$ cat src/logic/pipe_pkg.sv
/*
 types private to the pipeline
 the flag vector has no overflow bit
*/
package pipe_pkg;
    typedef enum logic [1:0] {
        alu_none,   // first operand passes, for ld, st and branch
        alu_pass,   // second operand, for mv
        alu_add,
        alu_sub     // sub and cmp
    } alu_op_t;

    localparam int num_flags = 3;
    localparam int flag_n    = 2;
    localparam int flag_z    = 1;
    localparam int flag_c    = 0;
endpackage

$ cat src/logic/isa_pkg.sv
/*
 instruction-set constants for the 16-bit, eight-register core
 layout: [15:13] opcode, [12] immediate flag, [11:9] rX or condition,
 [8:0] signed immediate, [2:0] rY when the immediate flag is clear
 an all-zero word is a nop
*/
package isa_pkg;
    localparam int word_size = 16;
    localparam int num_regs  = 8;
    localparam int reg_bits  = 3;

    // field positions
    localparam int op_lsb    = 13;
    localparam int imm_bit   = 12;
    localparam int rx_lsb    = 9;
    localparam int imm_width = 9;

    typedef enum logic [2:0] {
        op_mv     = 3'd0,
        op_branch = 3'd1,   // with the immediate flag set this is mvt, a nop here
        op_add    = 3'd2,
        op_sub    = 3'd3,
        op_load   = 3'd4,
        op_store  = 3'd5,
        op_logic  = 3'd6,   // nop
        op_other  = 3'd7    // cmp, anything else is a nop
    } opcode_t;

    // code 7 was the link condition and is reserved
    typedef enum logic [2:0] {
        cond_none = 3'd0, cond_eq, cond_ne, cond_cc, cond_cs, cond_pl, cond_mi
    } cond_t;
endpackage
$ cat src/logic/processor.sv
`timescale 1ns/1ns
/*
 five-stage in-order core: fetch, decode, execute, memory, writeback
 instruction memory answers in the same cycle as instr_addr
 a slow data access stalls the whole pipeline, fetch included
 after a branch, fetch waits until the branch has retired
*/
module processor import isa_pkg::*, pipe_pkg::*; #(
    parameter logic [word_size-1:0] reset_addr = '0
) (
    input  logic                 Clock,
    input  logic                 Reset,
    input  logic [word_size-1:0] instr_in,
    input  logic [word_size-1:0] data_in,
    input  logic                 data_done,
    output logic [word_size-1:0] instr_addr,
    output logic [word_size-1:0] data_addr,
    output logic [word_size-1:0] data_out,
    output logic                 data_read,
    output logic                 data_write
);
    logic hold, stall, branch_busy, redirect;
    logic [word_size-1:0] redirect_addr;
    logic fetch_valid;
    logic [word_size-1:0] fetch_word, fetch_pc;
    logic [reg_bits-1:0] raddr_x, raddr_y;
    logic [word_size-1:0] rdata_x, rdata_y;
    // decode register, the instruction now in execute
    logic d_valid, d_wb_en, d_set_flags, d_read, d_write, d_branch;
    logic [reg_bits-1:0] d_rd;
    logic [word_size-1:0] d_op1, d_op2, d_pc;
    alu_op_t d_alu_op;
    cond_t d_cond;
    // execute register, the instruction now in memory
    logic e_valid, e_wb_en, e_read, e_write, e_branch, e_taken;
    logic [reg_bits-1:0] e_rd;
    logic [word_size-1:0] e_result, e_op2, e_target;
    logic wb_en;
    logic [reg_bits-1:0] wb_rd;
    logic [word_size-1:0] wb_data;

    assign branch_busy = d_branch || e_branch || redirect;

    fetch_unit #(.reset_addr(reset_addr)) fetch_i (
        .Clock(Clock), .Reset(Reset), .hold(hold), .stall(stall),
        .branch_busy(branch_busy), .redirect(redirect), .redirect_addr(redirect_addr),
        .instr_in(instr_in), .instr_addr(instr_addr), .fetch_valid(fetch_valid),
        .fetch_word(fetch_word), .fetch_pc(fetch_pc)
    );

    decode_unit decode_i (
        .Clock(Clock), .Reset(Reset), .hold(hold), .branch_busy(branch_busy),
        .fetch_valid(fetch_valid), .fetch_word(fetch_word), .fetch_pc(fetch_pc),
        .rdata_x(rdata_x), .rdata_y(rdata_y),
        .ex_rd(d_rd), .ex_wb(d_wb_en), .mem_rd(e_rd), .mem_wb(e_wb_en),
        .wbk_rd(wb_rd), .wbk_wb(wb_en),
        .raddr_x(raddr_x), .raddr_y(raddr_y), .stall(stall),
        .valid(d_valid), .rd(d_rd), .wb_en(d_wb_en), .op1(d_op1), .op2(d_op2),
        .alu_op(d_alu_op), .set_flags(d_set_flags), .read(d_read), .write(d_write),
        .branch(d_branch), .cond(d_cond), .pc(d_pc)
    );

    register_file regs_i (
        .Clock(Clock), .Reset(Reset), .raddr_x(raddr_x), .raddr_y(raddr_y),
        .wen(wb_en), .waddr(wb_rd), .wdata(wb_data),
        .rdata_x(rdata_x), .rdata_y(rdata_y)
    );

    execute_unit execute_i (
        .Clock(Clock), .Reset(Reset), .hold(hold),
        .d_valid(d_valid), .d_rd(d_rd), .d_wb_en(d_wb_en), .d_op1(d_op1), .d_op2(d_op2),
        .d_alu_op(d_alu_op), .d_set_flags(d_set_flags), .d_read(d_read),
        .d_write(d_write), .d_branch(d_branch), .d_cond(d_cond), .d_pc(d_pc),
        .valid(e_valid), .rd(e_rd), .wb_en(e_wb_en), .result(e_result), .op2(e_op2),
        .read(e_read), .write(e_write), .branch(e_branch), .taken(e_taken),
        .target(e_target)
    );

    memory_stage memory_i (
        .Clock(Clock), .Reset(Reset), .data_in(data_in), .data_done(data_done),
        .e_valid(e_valid), .e_rd(e_rd), .e_wb_en(e_wb_en), .e_result(e_result),
        .e_op2(e_op2), .e_read(e_read), .e_write(e_write), .e_branch(e_branch),
        .e_taken(e_taken), .e_target(e_target),
        .data_addr(data_addr), .data_out(data_out), .data_read(data_read),
        .data_write(data_write), .hold(hold), .wb_en(wb_en), .wb_rd(wb_rd),
        .wb_data(wb_data), .redirect(redirect), .redirect_addr(redirect_addr)
    );
endmodule

$ cat src/logic/memory_stage.sv
`timescale 1ns/1ns
/*
 memory stage and the writeback register
 a request stays on the port until data_done, and hold freezes every
 stage register meanwhile, data_done without a request is ignored
 a branch leaves its redirect address in wb_data
*/
module memory_stage import isa_pkg::*; (
    input  logic                 Clock,
    input  logic                 Reset,
    input  logic [word_size-1:0] data_in,
    input  logic                 data_done,
    input  logic                 e_valid,
    input  logic [reg_bits-1:0]  e_rd,
    input  logic                 e_wb_en,
    input  logic [word_size-1:0] e_result,
    input  logic [word_size-1:0] e_op2,
    input  logic                 e_read,
    input  logic                 e_write,
    input  logic                 e_branch,
    input  logic                 e_taken,
    input  logic [word_size-1:0] e_target,
    output logic [word_size-1:0] data_addr,
    output logic [word_size-1:0] data_out,
    output logic                 data_read,
    output logic                 data_write,
    output logic                 hold,
    output logic                 wb_en,
    output logic [reg_bits-1:0]  wb_rd,
    output logic [word_size-1:0] wb_data,
    output logic                 redirect,
    output logic [word_size-1:0] redirect_addr
);
    logic wb_valid, wb_branch;

    assign data_read = e_valid && e_read;
    assign data_write = e_valid && e_write;
    assign data_addr = e_op2;
    assign data_out = e_result;      // rX for a store
    assign hold = (data_read || data_write) && !data_done;

    always_ff @(posedge Clock, posedge Reset) begin
        if (Reset) begin
            wb_valid <= 1'b0;
            wb_en <= 1'b0;
            wb_branch <= 1'b0;
        end else if (!hold) begin
            wb_valid <= e_valid;
            wb_en <= e_wb_en;
            wb_branch <= e_branch;
        end
    end

    always_ff @(posedge Clock) begin
        if (!hold) begin
            wb_rd <= e_rd;
            if (e_read)
                wb_data <= data_in;
            else if (e_branch && e_taken)
                wb_data <= e_target;
            else
                wb_data <= e_result;
        end
    end

    // one cycle, nothing behind a branch can hold the writeback register
    assign redirect = wb_valid && wb_branch;
    assign redirect_addr = wb_data;

    assert property (@(posedge Clock) disable iff (Reset) !(data_read && data_write));
endmodule

$ cat src/logic/execute_unit.sv
`timescale 1ns/1ns
/*
 ALU, flags and branch resolution, one cycle
 only cmp writes the flags, and a branch tests the flags as they stand
 a branch leaves pc+1 in result so a not-taken branch can still redirect
*/
module execute_unit import isa_pkg::*, pipe_pkg::*; (
    input  logic                 Clock,
    input  logic                 Reset,
    input  logic                 hold,
    input  logic                 d_valid,
    input  logic [reg_bits-1:0]  d_rd,
    input  logic                 d_wb_en,
    input  logic [word_size-1:0] d_op1,
    input  logic [word_size-1:0] d_op2,
    input  alu_op_t              d_alu_op,
    input  logic                 d_set_flags,
    input  logic                 d_read,
    input  logic                 d_write,
    input  logic                 d_branch,
    input  cond_t                d_cond,
    input  logic [word_size-1:0] d_pc,
    output logic                 valid,
    output logic [reg_bits-1:0]  rd,
    output logic                 wb_en,
    output logic [word_size-1:0] result,
    output logic [word_size-1:0] op2,
    output logic                 read,
    output logic                 write,
    output logic                 branch,
    output logic                 taken,
    output logic [word_size-1:0] target
);
    logic [word_size:0] diff;        // top bit is the carry and stays high without a borrow
    logic [word_size-1:0] alu_y, next_pc;
    logic [num_flags-1:0] flags;
    logic cond_ok;

    assign diff = {1'b0, d_op1} + {1'b0, ~d_op2} + 1'b1;
    assign next_pc = d_pc + 1'b1;

    always_comb begin
        case (d_alu_op)
            alu_pass: alu_y = d_op2;
            alu_add:  alu_y = d_op1 + d_op2;
            alu_sub:  alu_y = diff[word_size-1:0];
            default:  alu_y = d_op1;   // rX rides along as store data
        endcase
    end

    always_comb begin
        case (d_cond)
            cond_none: cond_ok = 1'b1;
            cond_eq:   cond_ok = flags[flag_z];
            cond_ne:   cond_ok = !flags[flag_z];
            cond_cc:   cond_ok = !flags[flag_c];
            cond_cs:   cond_ok = flags[flag_c];
            cond_pl:   cond_ok = !flags[flag_n];
            cond_mi:   cond_ok = flags[flag_n];
            default:   cond_ok = 1'b0;
        endcase
    end

    always_ff @(posedge Clock, posedge Reset) begin
        if (Reset) begin
            flags <= '0;
            valid <= 1'b0;
            wb_en <= 1'b0;
            read <= 1'b0;
            write <= 1'b0;
            branch <= 1'b0;
            taken <= 1'b0;
        end else if (!hold) begin
            if (d_valid && d_set_flags) begin
                flags[flag_n] <= alu_y[word_size-1];
                flags[flag_z] <= alu_y == '0;
                flags[flag_c] <= diff[word_size];
            end
            valid <= d_valid;
            wb_en <= d_wb_en;
            read <= d_read;
            write <= d_write;
            branch <= d_branch;
            taken <= d_branch && cond_ok;
        end
    end

    always_ff @(posedge Clock) begin
        if (!hold) begin
            rd <= d_rd;
            result <= d_branch ? next_pc : alu_y;
            op2 <= d_op2;
            target <= next_pc + d_op2;
        end
    end
endmodule

$ cat src/logic/register_file.sv
`timescale 1ns/1ns
/*
 eight general registers, two asynchronous read ports
 a write shows on the read ports from the next cycle, there is no bypass
*/
module register_file import isa_pkg::*; (
    input  logic                 Clock,
    input  logic                 Reset,
    input  logic [reg_bits-1:0]  raddr_x,
    input  logic [reg_bits-1:0]  raddr_y,
    input  logic                 wen,
    input  logic [reg_bits-1:0]  waddr,
    input  logic [word_size-1:0] wdata,
    output logic [word_size-1:0] rdata_x,
    output logic [word_size-1:0] rdata_y
);
    logic [word_size-1:0] regs [num_regs];

    always_ff @(posedge Clock, posedge Reset) begin
        if (Reset) begin
            for (int i = 0; i < num_regs; i++)
                regs[i] <= '0;
        end else if (wen) begin
            regs[waddr] <= wdata;
        end
    end

    assign rdata_x = regs[raddr_x];
    assign rdata_y = regs[raddr_y];
endmodule

$ cat src/logic/decode_unit.sv
`timescale 1ns/1ns
/*
 decode stage, one cycle
 operands are read with no bypass, so a read-after-write hazard against
 execute, memory or writeback stalls until the producer has retired
 cmp is op_other with the immediate flag set or bits 8..3 all zero
*/
module decode_unit import isa_pkg::*, pipe_pkg::*; (
    input  logic                 Clock,
    input  logic                 Reset,
    input  logic                 hold,
    input  logic                 branch_busy,
    input  logic                 fetch_valid,
    input  logic [word_size-1:0] fetch_word,
    input  logic [word_size-1:0] fetch_pc,
    input  logic [word_size-1:0] rdata_x,
    input  logic [word_size-1:0] rdata_y,
    input  logic [reg_bits-1:0]  ex_rd,
    input  logic                 ex_wb,
    input  logic [reg_bits-1:0]  mem_rd,
    input  logic                 mem_wb,
    input  logic [reg_bits-1:0]  wbk_rd,
    input  logic                 wbk_wb,
    output logic [reg_bits-1:0]  raddr_x,
    output logic [reg_bits-1:0]  raddr_y,
    output logic                 stall,
    output logic                 valid,
    output logic [reg_bits-1:0]  rd,
    output logic                 wb_en,
    output logic [word_size-1:0] op1,
    output logic [word_size-1:0] op2,
    output alu_op_t              alu_op,
    output logic                 set_flags,
    output logic                 read,
    output logic                 write,
    output logic                 branch,
    output cond_t                cond,
    output logic [word_size-1:0] pc
);
    opcode_t opcode;
    alu_op_t n_alu;
    logic imm_flag, use_x, use_y, live, take;
    logic n_valid, n_wb_en, n_flags, n_read, n_write, n_branch;
    logic hazard_x, hazard_y;
    logic [word_size-1:0] imm_ext, n_op2;

    assign opcode = opcode_t'(fetch_word[word_size-1:op_lsb]);
    assign imm_flag = fetch_word[imm_bit];
    assign raddr_x = fetch_word[rx_lsb+reg_bits-1:rx_lsb];
    assign raddr_y = fetch_word[reg_bits-1:0];
    assign imm_ext = {{(word_size-imm_width){fetch_word[imm_width-1]}},
                      fetch_word[imm_width-1:0]};

    always_comb begin
        n_valid = 1'b1;
        n_wb_en = 1'b0;
        n_flags = 1'b0;
        n_read = 1'b0;
        n_write = 1'b0;
        n_branch = 1'b0;
        n_alu = alu_none;
        use_x = 1'b1;
        use_y = !imm_flag;
        case (opcode)
            op_mv: begin
                n_wb_en = 1'b1;
                n_alu = alu_pass;
                use_x = 1'b0;       // rX is only written
            end
            op_branch: begin
                n_branch = !imm_flag && raddr_x <= cond_mi;
                n_valid = n_branch;
                use_x = 1'b0;       // rX field holds the condition
                use_y = 1'b0;
            end
            op_add: begin
                n_wb_en = 1'b1;
                n_alu = alu_add;
            end
            op_sub: begin
                n_wb_en = 1'b1;
                n_alu = alu_sub;
            end
            op_load: begin
                n_wb_en = 1'b1;
                n_read = 1'b1;
            end
            op_store: n_write = 1'b1;
            op_other: begin
                n_flags = imm_flag || fetch_word[imm_width-1:reg_bits] == '0;
                n_valid = n_flags;
                n_alu = alu_sub;
            end
            op_logic: n_valid = 1'b0;
        endcase
        n_op2 = (imm_flag || opcode == op_branch) ? imm_ext : rdata_y;
    end

    assign hazard_x = use_x && ((ex_wb && ex_rd == raddr_x) || (mem_wb && mem_rd == raddr_x)
                                || (wbk_wb && wbk_rd == raddr_x));
    assign hazard_y = use_y && ((ex_wb && ex_rd == raddr_y) || (mem_wb && mem_rd == raddr_y)
                                || (wbk_wb && wbk_rd == raddr_y));

    assign live = fetch_valid && n_valid && fetch_word != '0;
    assign stall = live && !branch_busy && (hazard_x || hazard_y);
    assign take = live && !branch_busy && !stall;   // otherwise a bubble goes out

    always_ff @(posedge Clock, posedge Reset) begin
        if (Reset) begin
            valid <= 1'b0;
            wb_en <= 1'b0;
            set_flags <= 1'b0;
            read <= 1'b0;
            write <= 1'b0;
            branch <= 1'b0;
        end else if (!hold) begin
            valid <= take;
            wb_en <= take && n_wb_en;
            set_flags <= take && n_flags;
            read <= take && n_read;
            write <= take && n_write;
            branch <= take && n_branch;
        end
    end

    always_ff @(posedge Clock) begin
        if (!hold) begin
            rd <= raddr_x;
            op1 <= rdata_x;
            op2 <= n_op2;
            alu_op <= n_alu;
            cond <= cond_t'(raddr_x);
            pc <= fetch_pc;
        end
    end
endmodule

$ cat src/logic/fetch_unit.sv
`timescale 1ns/1ns
/*
 one word per cycle, instr_in must be valid in the cycle instr_addr is shown
 the PC only changes through redirect while a branch is in flight
*/
module fetch_unit import isa_pkg::*; #(
    parameter logic [word_size-1:0] reset_addr = '0
) (
    input  logic                 Clock,
    input  logic                 Reset,
    input  logic                 hold,
    input  logic                 stall,
    input  logic                 branch_busy,
    input  logic                 redirect,
    input  logic [word_size-1:0] redirect_addr,
    input  logic [word_size-1:0] instr_in,
    output logic [word_size-1:0] instr_addr,
    output logic                 fetch_valid,
    output logic [word_size-1:0] fetch_word,
    output logic [word_size-1:0] fetch_pc
);
    logic [word_size-1:0] pc;
    logic advance;

    assign advance = !hold && !stall && !branch_busy;
    assign instr_addr = pc;

    always_ff @(posedge Clock, posedge Reset) begin
        if (Reset) begin
            pc <= reset_addr;
            fetch_valid <= 1'b0;
        end else if (!hold) begin
            if (redirect)
                pc <= redirect_addr;
            else if (advance)
                pc <= pc + 1'b1;
            if (branch_busy)
                fetch_valid <= 1'b0;   // word behind a branch is dropped
            else if (!stall)
                fetch_valid <= 1'b1;
        end
    end

    always_ff @(posedge Clock) begin
        if (advance) begin
            fetch_word <= instr_in;
            fetch_pc <= pc;
        end
    end

    // only bubbles trail a branch, so memory is idle when it retires
    assert property (@(posedge Clock) disable iff (Reset) redirect |-> !hold);
endmodule

$ cat config.mk
export PLATFORM = sky130hd
export DESIGN_NAME = processor
export DESIGN_NICKNAME = d
export VERILOG_FILES = /design/src/logic/pipe_pkg.sv /design/src/logic/isa_pkg.sv /design/src/logic/processor.sv /design/src/logic/memory_stage.sv /design/src/logic/execute_unit.sv /design/src/logic/register_file.sv /design/src/logic/decode_unit.sv /design/src/logic/fetch_unit.sv
export SDC_FILE = /design/constraint.sdc
export NUM_CORES = 1
export LEC_CHECK = 0
export BUFFER_PORTS_ARGS = -buffer_cell sky130_fd_sc_hd__buf_2
export CORE_MARGIN = 5
export CORE_UTILIZATION = 45
export DETAILED_ROUTE_END_ITERATION = 8
export PLACE_DENSITY = 0.63
export SLEW_MARGIN = 20
export SYNTH_ARGS = -nofsm -noshare
export SYNTH_HDL_FRONTEND = slang
export SYNTH_HIERARCHICAL = 1
export SYNTH_SLANG_ARGS = --single-unit
$ cat constraint.sdc
create_clock -name Clock -period 6.59 [get_ports Clock]
set_input_delay 0.659 -clock Clock [delete_from_list [all_inputs] [get_ports Clock]]
set_output_delay 0.659 -clock Clock [all_outputs]
set_load 0.005 [all_outputs]
==> results_dict.tcl <==
set metrics [dict create \
    fin_setup_tns_ps 0 \
    placed_area_mm2 0.01818 \
    status "complete, no violations" \
    place_ws_ps 2395 \
    ios 85 \
    nNetsFinal 1452 \
    critPathMaxFanout 35 \
    clk_latency_ps 530 \
    ys_ff_latch 318 \
    synth_cells 1359 \
    grt_pass1_wl_mm 68.84 \
    skew_ps 21.56 \
    synth_top_cell_area_share_pct 26.03 \
    fin_ws_ps 2299 \
    cp_data_arrival_time_ps 4480 \
    cap_violations 0 \
    cp-end-kind "flip-flop" \
    areaGrowthSynthToFinish_pct 8.565 \
    synthTopCellsByCount "mux2_2 (165), dfrtp_1 (163), edfxtp_1 (155)" \
    clk_path_buf_depth 3 \
    route.detailed.drc 0 \
    wl_per_cell_um 23.19 \
    core.rowCount 73 \
    cts.sinks 318 \
    first_global_vias 11252 \
    vias_per_cell 5.734 \
    antenna_left 0 \
    async_flop_share_pct 51.26 \
    utilization_pct 49.08 \
    yosys_warnings 6 \
    yosysUniqueCellTypes 92 \
    gp_congestion 0.8816 \
    finalNonFillerCells 1917 \
    dp_hpwl_mm 30.98 \
    cts_tree "built" \
    holdBufCountCts 0 \
    antenna_cells 0 \
    grt_max_degree 70 \
    hold_violations 0 \
    post_cts_buffers 0 \
    rsz0062_at_grt "false" \
    overflow 0 \
    finalWirelength_mm 44.45 \
    grt_use_total_pct 20.22 \
    grt_antenna_before_repair 0 \
    firstDrtPassIters 5 \
    power_leakage_nw 8.345 \
    ys.flop_type "dfrtp_1" \
    powerDensity_mw_per_mm2 589.8 \
    period_share_pct 65.11 \
    synth_edf_count 155 \
    yosysTopAreaCell "edfxtp_1" \
    vdd_drop_max_uv 226.3 \
    yosys-top-cells-area "edfxtp_1 (26%), dfrtp_1 (23%), mux2_2 (10%)" \
    cts-root-buf "clkbuf_16" \
    dieArea_mm2 0.04382 \
    htreeDepth 2 \
    period_needed_ps 4291 \
    critPathRequiredTime_ps 6780 \
    max_freq_mhz 233.1 \
    clkTransAtPathRegs_ps 60 \
    relSlewSlack_pct 30.47 \
    synth_area_mm2 0.01788 \
    io_buffers 84 \
    initial_core_util_pct 45.21 \
    dp.cells 1852 \
    synth_fp_nets 1446 \
    fin_hold_ws_ps 73.69 \
    cts_buffers 36 \
    stdcell_area_mm2 0.01941 \
    dieHeight_um 209.3 \
    worst-setup-path-type "flip-flop to flip-flop" \
    ctsResizeCount 0 \
    ys_seq_area_share_pct 48.84 \
    die_width_um 209.3 \
    synth_most_common_cell "mux2_2" \
    drt_iter0_drc 896 \
    worstMarginPinSlew_ps 1043 \
    drive_gt1_share_pct 27.51 \
    start_kind "flip-flop" \
    hold_path_class "primary input to async pin" \
    slew_viol_final 0 \
    core_mm2 0.03955 \
    finalPower_mw 11.45 \
    setup_violations 0 \
    avgSynthCellArea_um2 13.16 \
    vias 10993 \
]
==> cell families after synthesis <==
| kind of cell | share of synthesized area, % |
|---|---|
| AO/OA/AOI/OAI | 8.432 |
| XOR/XNOR | 2.939 |
| adder cells (fa/ha/maj) | 3.765 |
| buffers and inverters | 6.403 |
| flip-flops | 48.84 |
| multiplexers | 22.19 |
| AND/OR/NAND/NOR | 7.431 |
==> cells in the final DEF (no fill, tap or decap), types with 7 or more instances in the layout <==
cell type / instances
nor3_1: 15
ha_1: 49
buf_2: 84
and2_1: 9
mux2i_1: 33
nor2_1: 57
nand2b_1: 8
inv_1: 45
a21oi_1: 48
nand2_1: 66
nand3_1: 21
nor4_1: 12
mux4_2: 19
and3_1: 7
xor2_1: 12
or3_1: 7
nand4_1: 13
o21ai_1: 8
o21ai_0: 61
mux4_1: 46
buf_4: 18
mux2_1: 10
a21o_1: 20
clkbuf_16: 38
a31oi_1: 10
edfxtp_1: 155
xnor2_1: 48
dfrtp_1: 163
mux2_2: 165
==> critical path, cell delays in order, from the launching register on <==
cell,delay [ps]
dfrtp_1,720
nor2_1,270
or3b_1,830
inv_1,720
nor3_2,930
buf_4,450
==> layout make-up <==
type | instances | area [µm²]
tap | 525 | 656.9
inverter | 49 | 186.4
sequential | 318 | 8733
clock inverter | 18 | 212.7
timing repair buffer | 102 | 555.5
clock buffer | 47 | 1015
fill | 3480 | 20140
multi-input combinational | 858 | 8053
==> registers in the layout, indices dropped and copies added (netlist names), 16 cells and up <==
register	flops
decode_i/op2	16
fetch_i/instr_addr	16
decode_i/pc	16
execute_i/result	16
fetch_i/fetch_word	16
regs_i/regs	128
fetch_i/fetch_pc	16
memory_i/redirect_addr	16
execute_i/target	16
decode_i/op1	16
execute_i/op2	16
==> where the power goes <==
| group | internal, mW | total, mW | switching [mW] |
|---|---|---|---|
| Combinational | 2.35 | 5.01 | 2.65 |
| Clock | 1.25 | 2.06 | 0.814 |
| Sequential | 3.37 | 4.38 | 1.01 |
| Total | 6.97 | 11.4 | 4.48 |
==> worst paths after layout <==
path / start / to / slack (ps) / cells past startpoint
worst max-delay path: execute_i/read / fetch_i/fetch_word[4] / 2300 / 5
worst min-delay path: Reset / memory_i/wb_branch / 70 / 2
worst max register to register: execute_i/read / fetch_i/fetch_word[4] / 2300 / 5
worst min register to register: fetch_i/fetch_pc[2] / decode_i/pc[2] / 410 / 0
max in group asynchronous: Reset / regs_i/regs[52] / 4880 / 3
min in group Clock: instr_in[13] / fetch_i/fetch_word[13] / 310 / 1
==> metal layers <==
layer  wire length (µm)  track usage (%)
met4               1136            5.648
met2              21370            33.04
met3               2468            3.692
met1              19470            27.98
met5                  0                0
No activity file was read; power rests on OpenSTA's default activity.
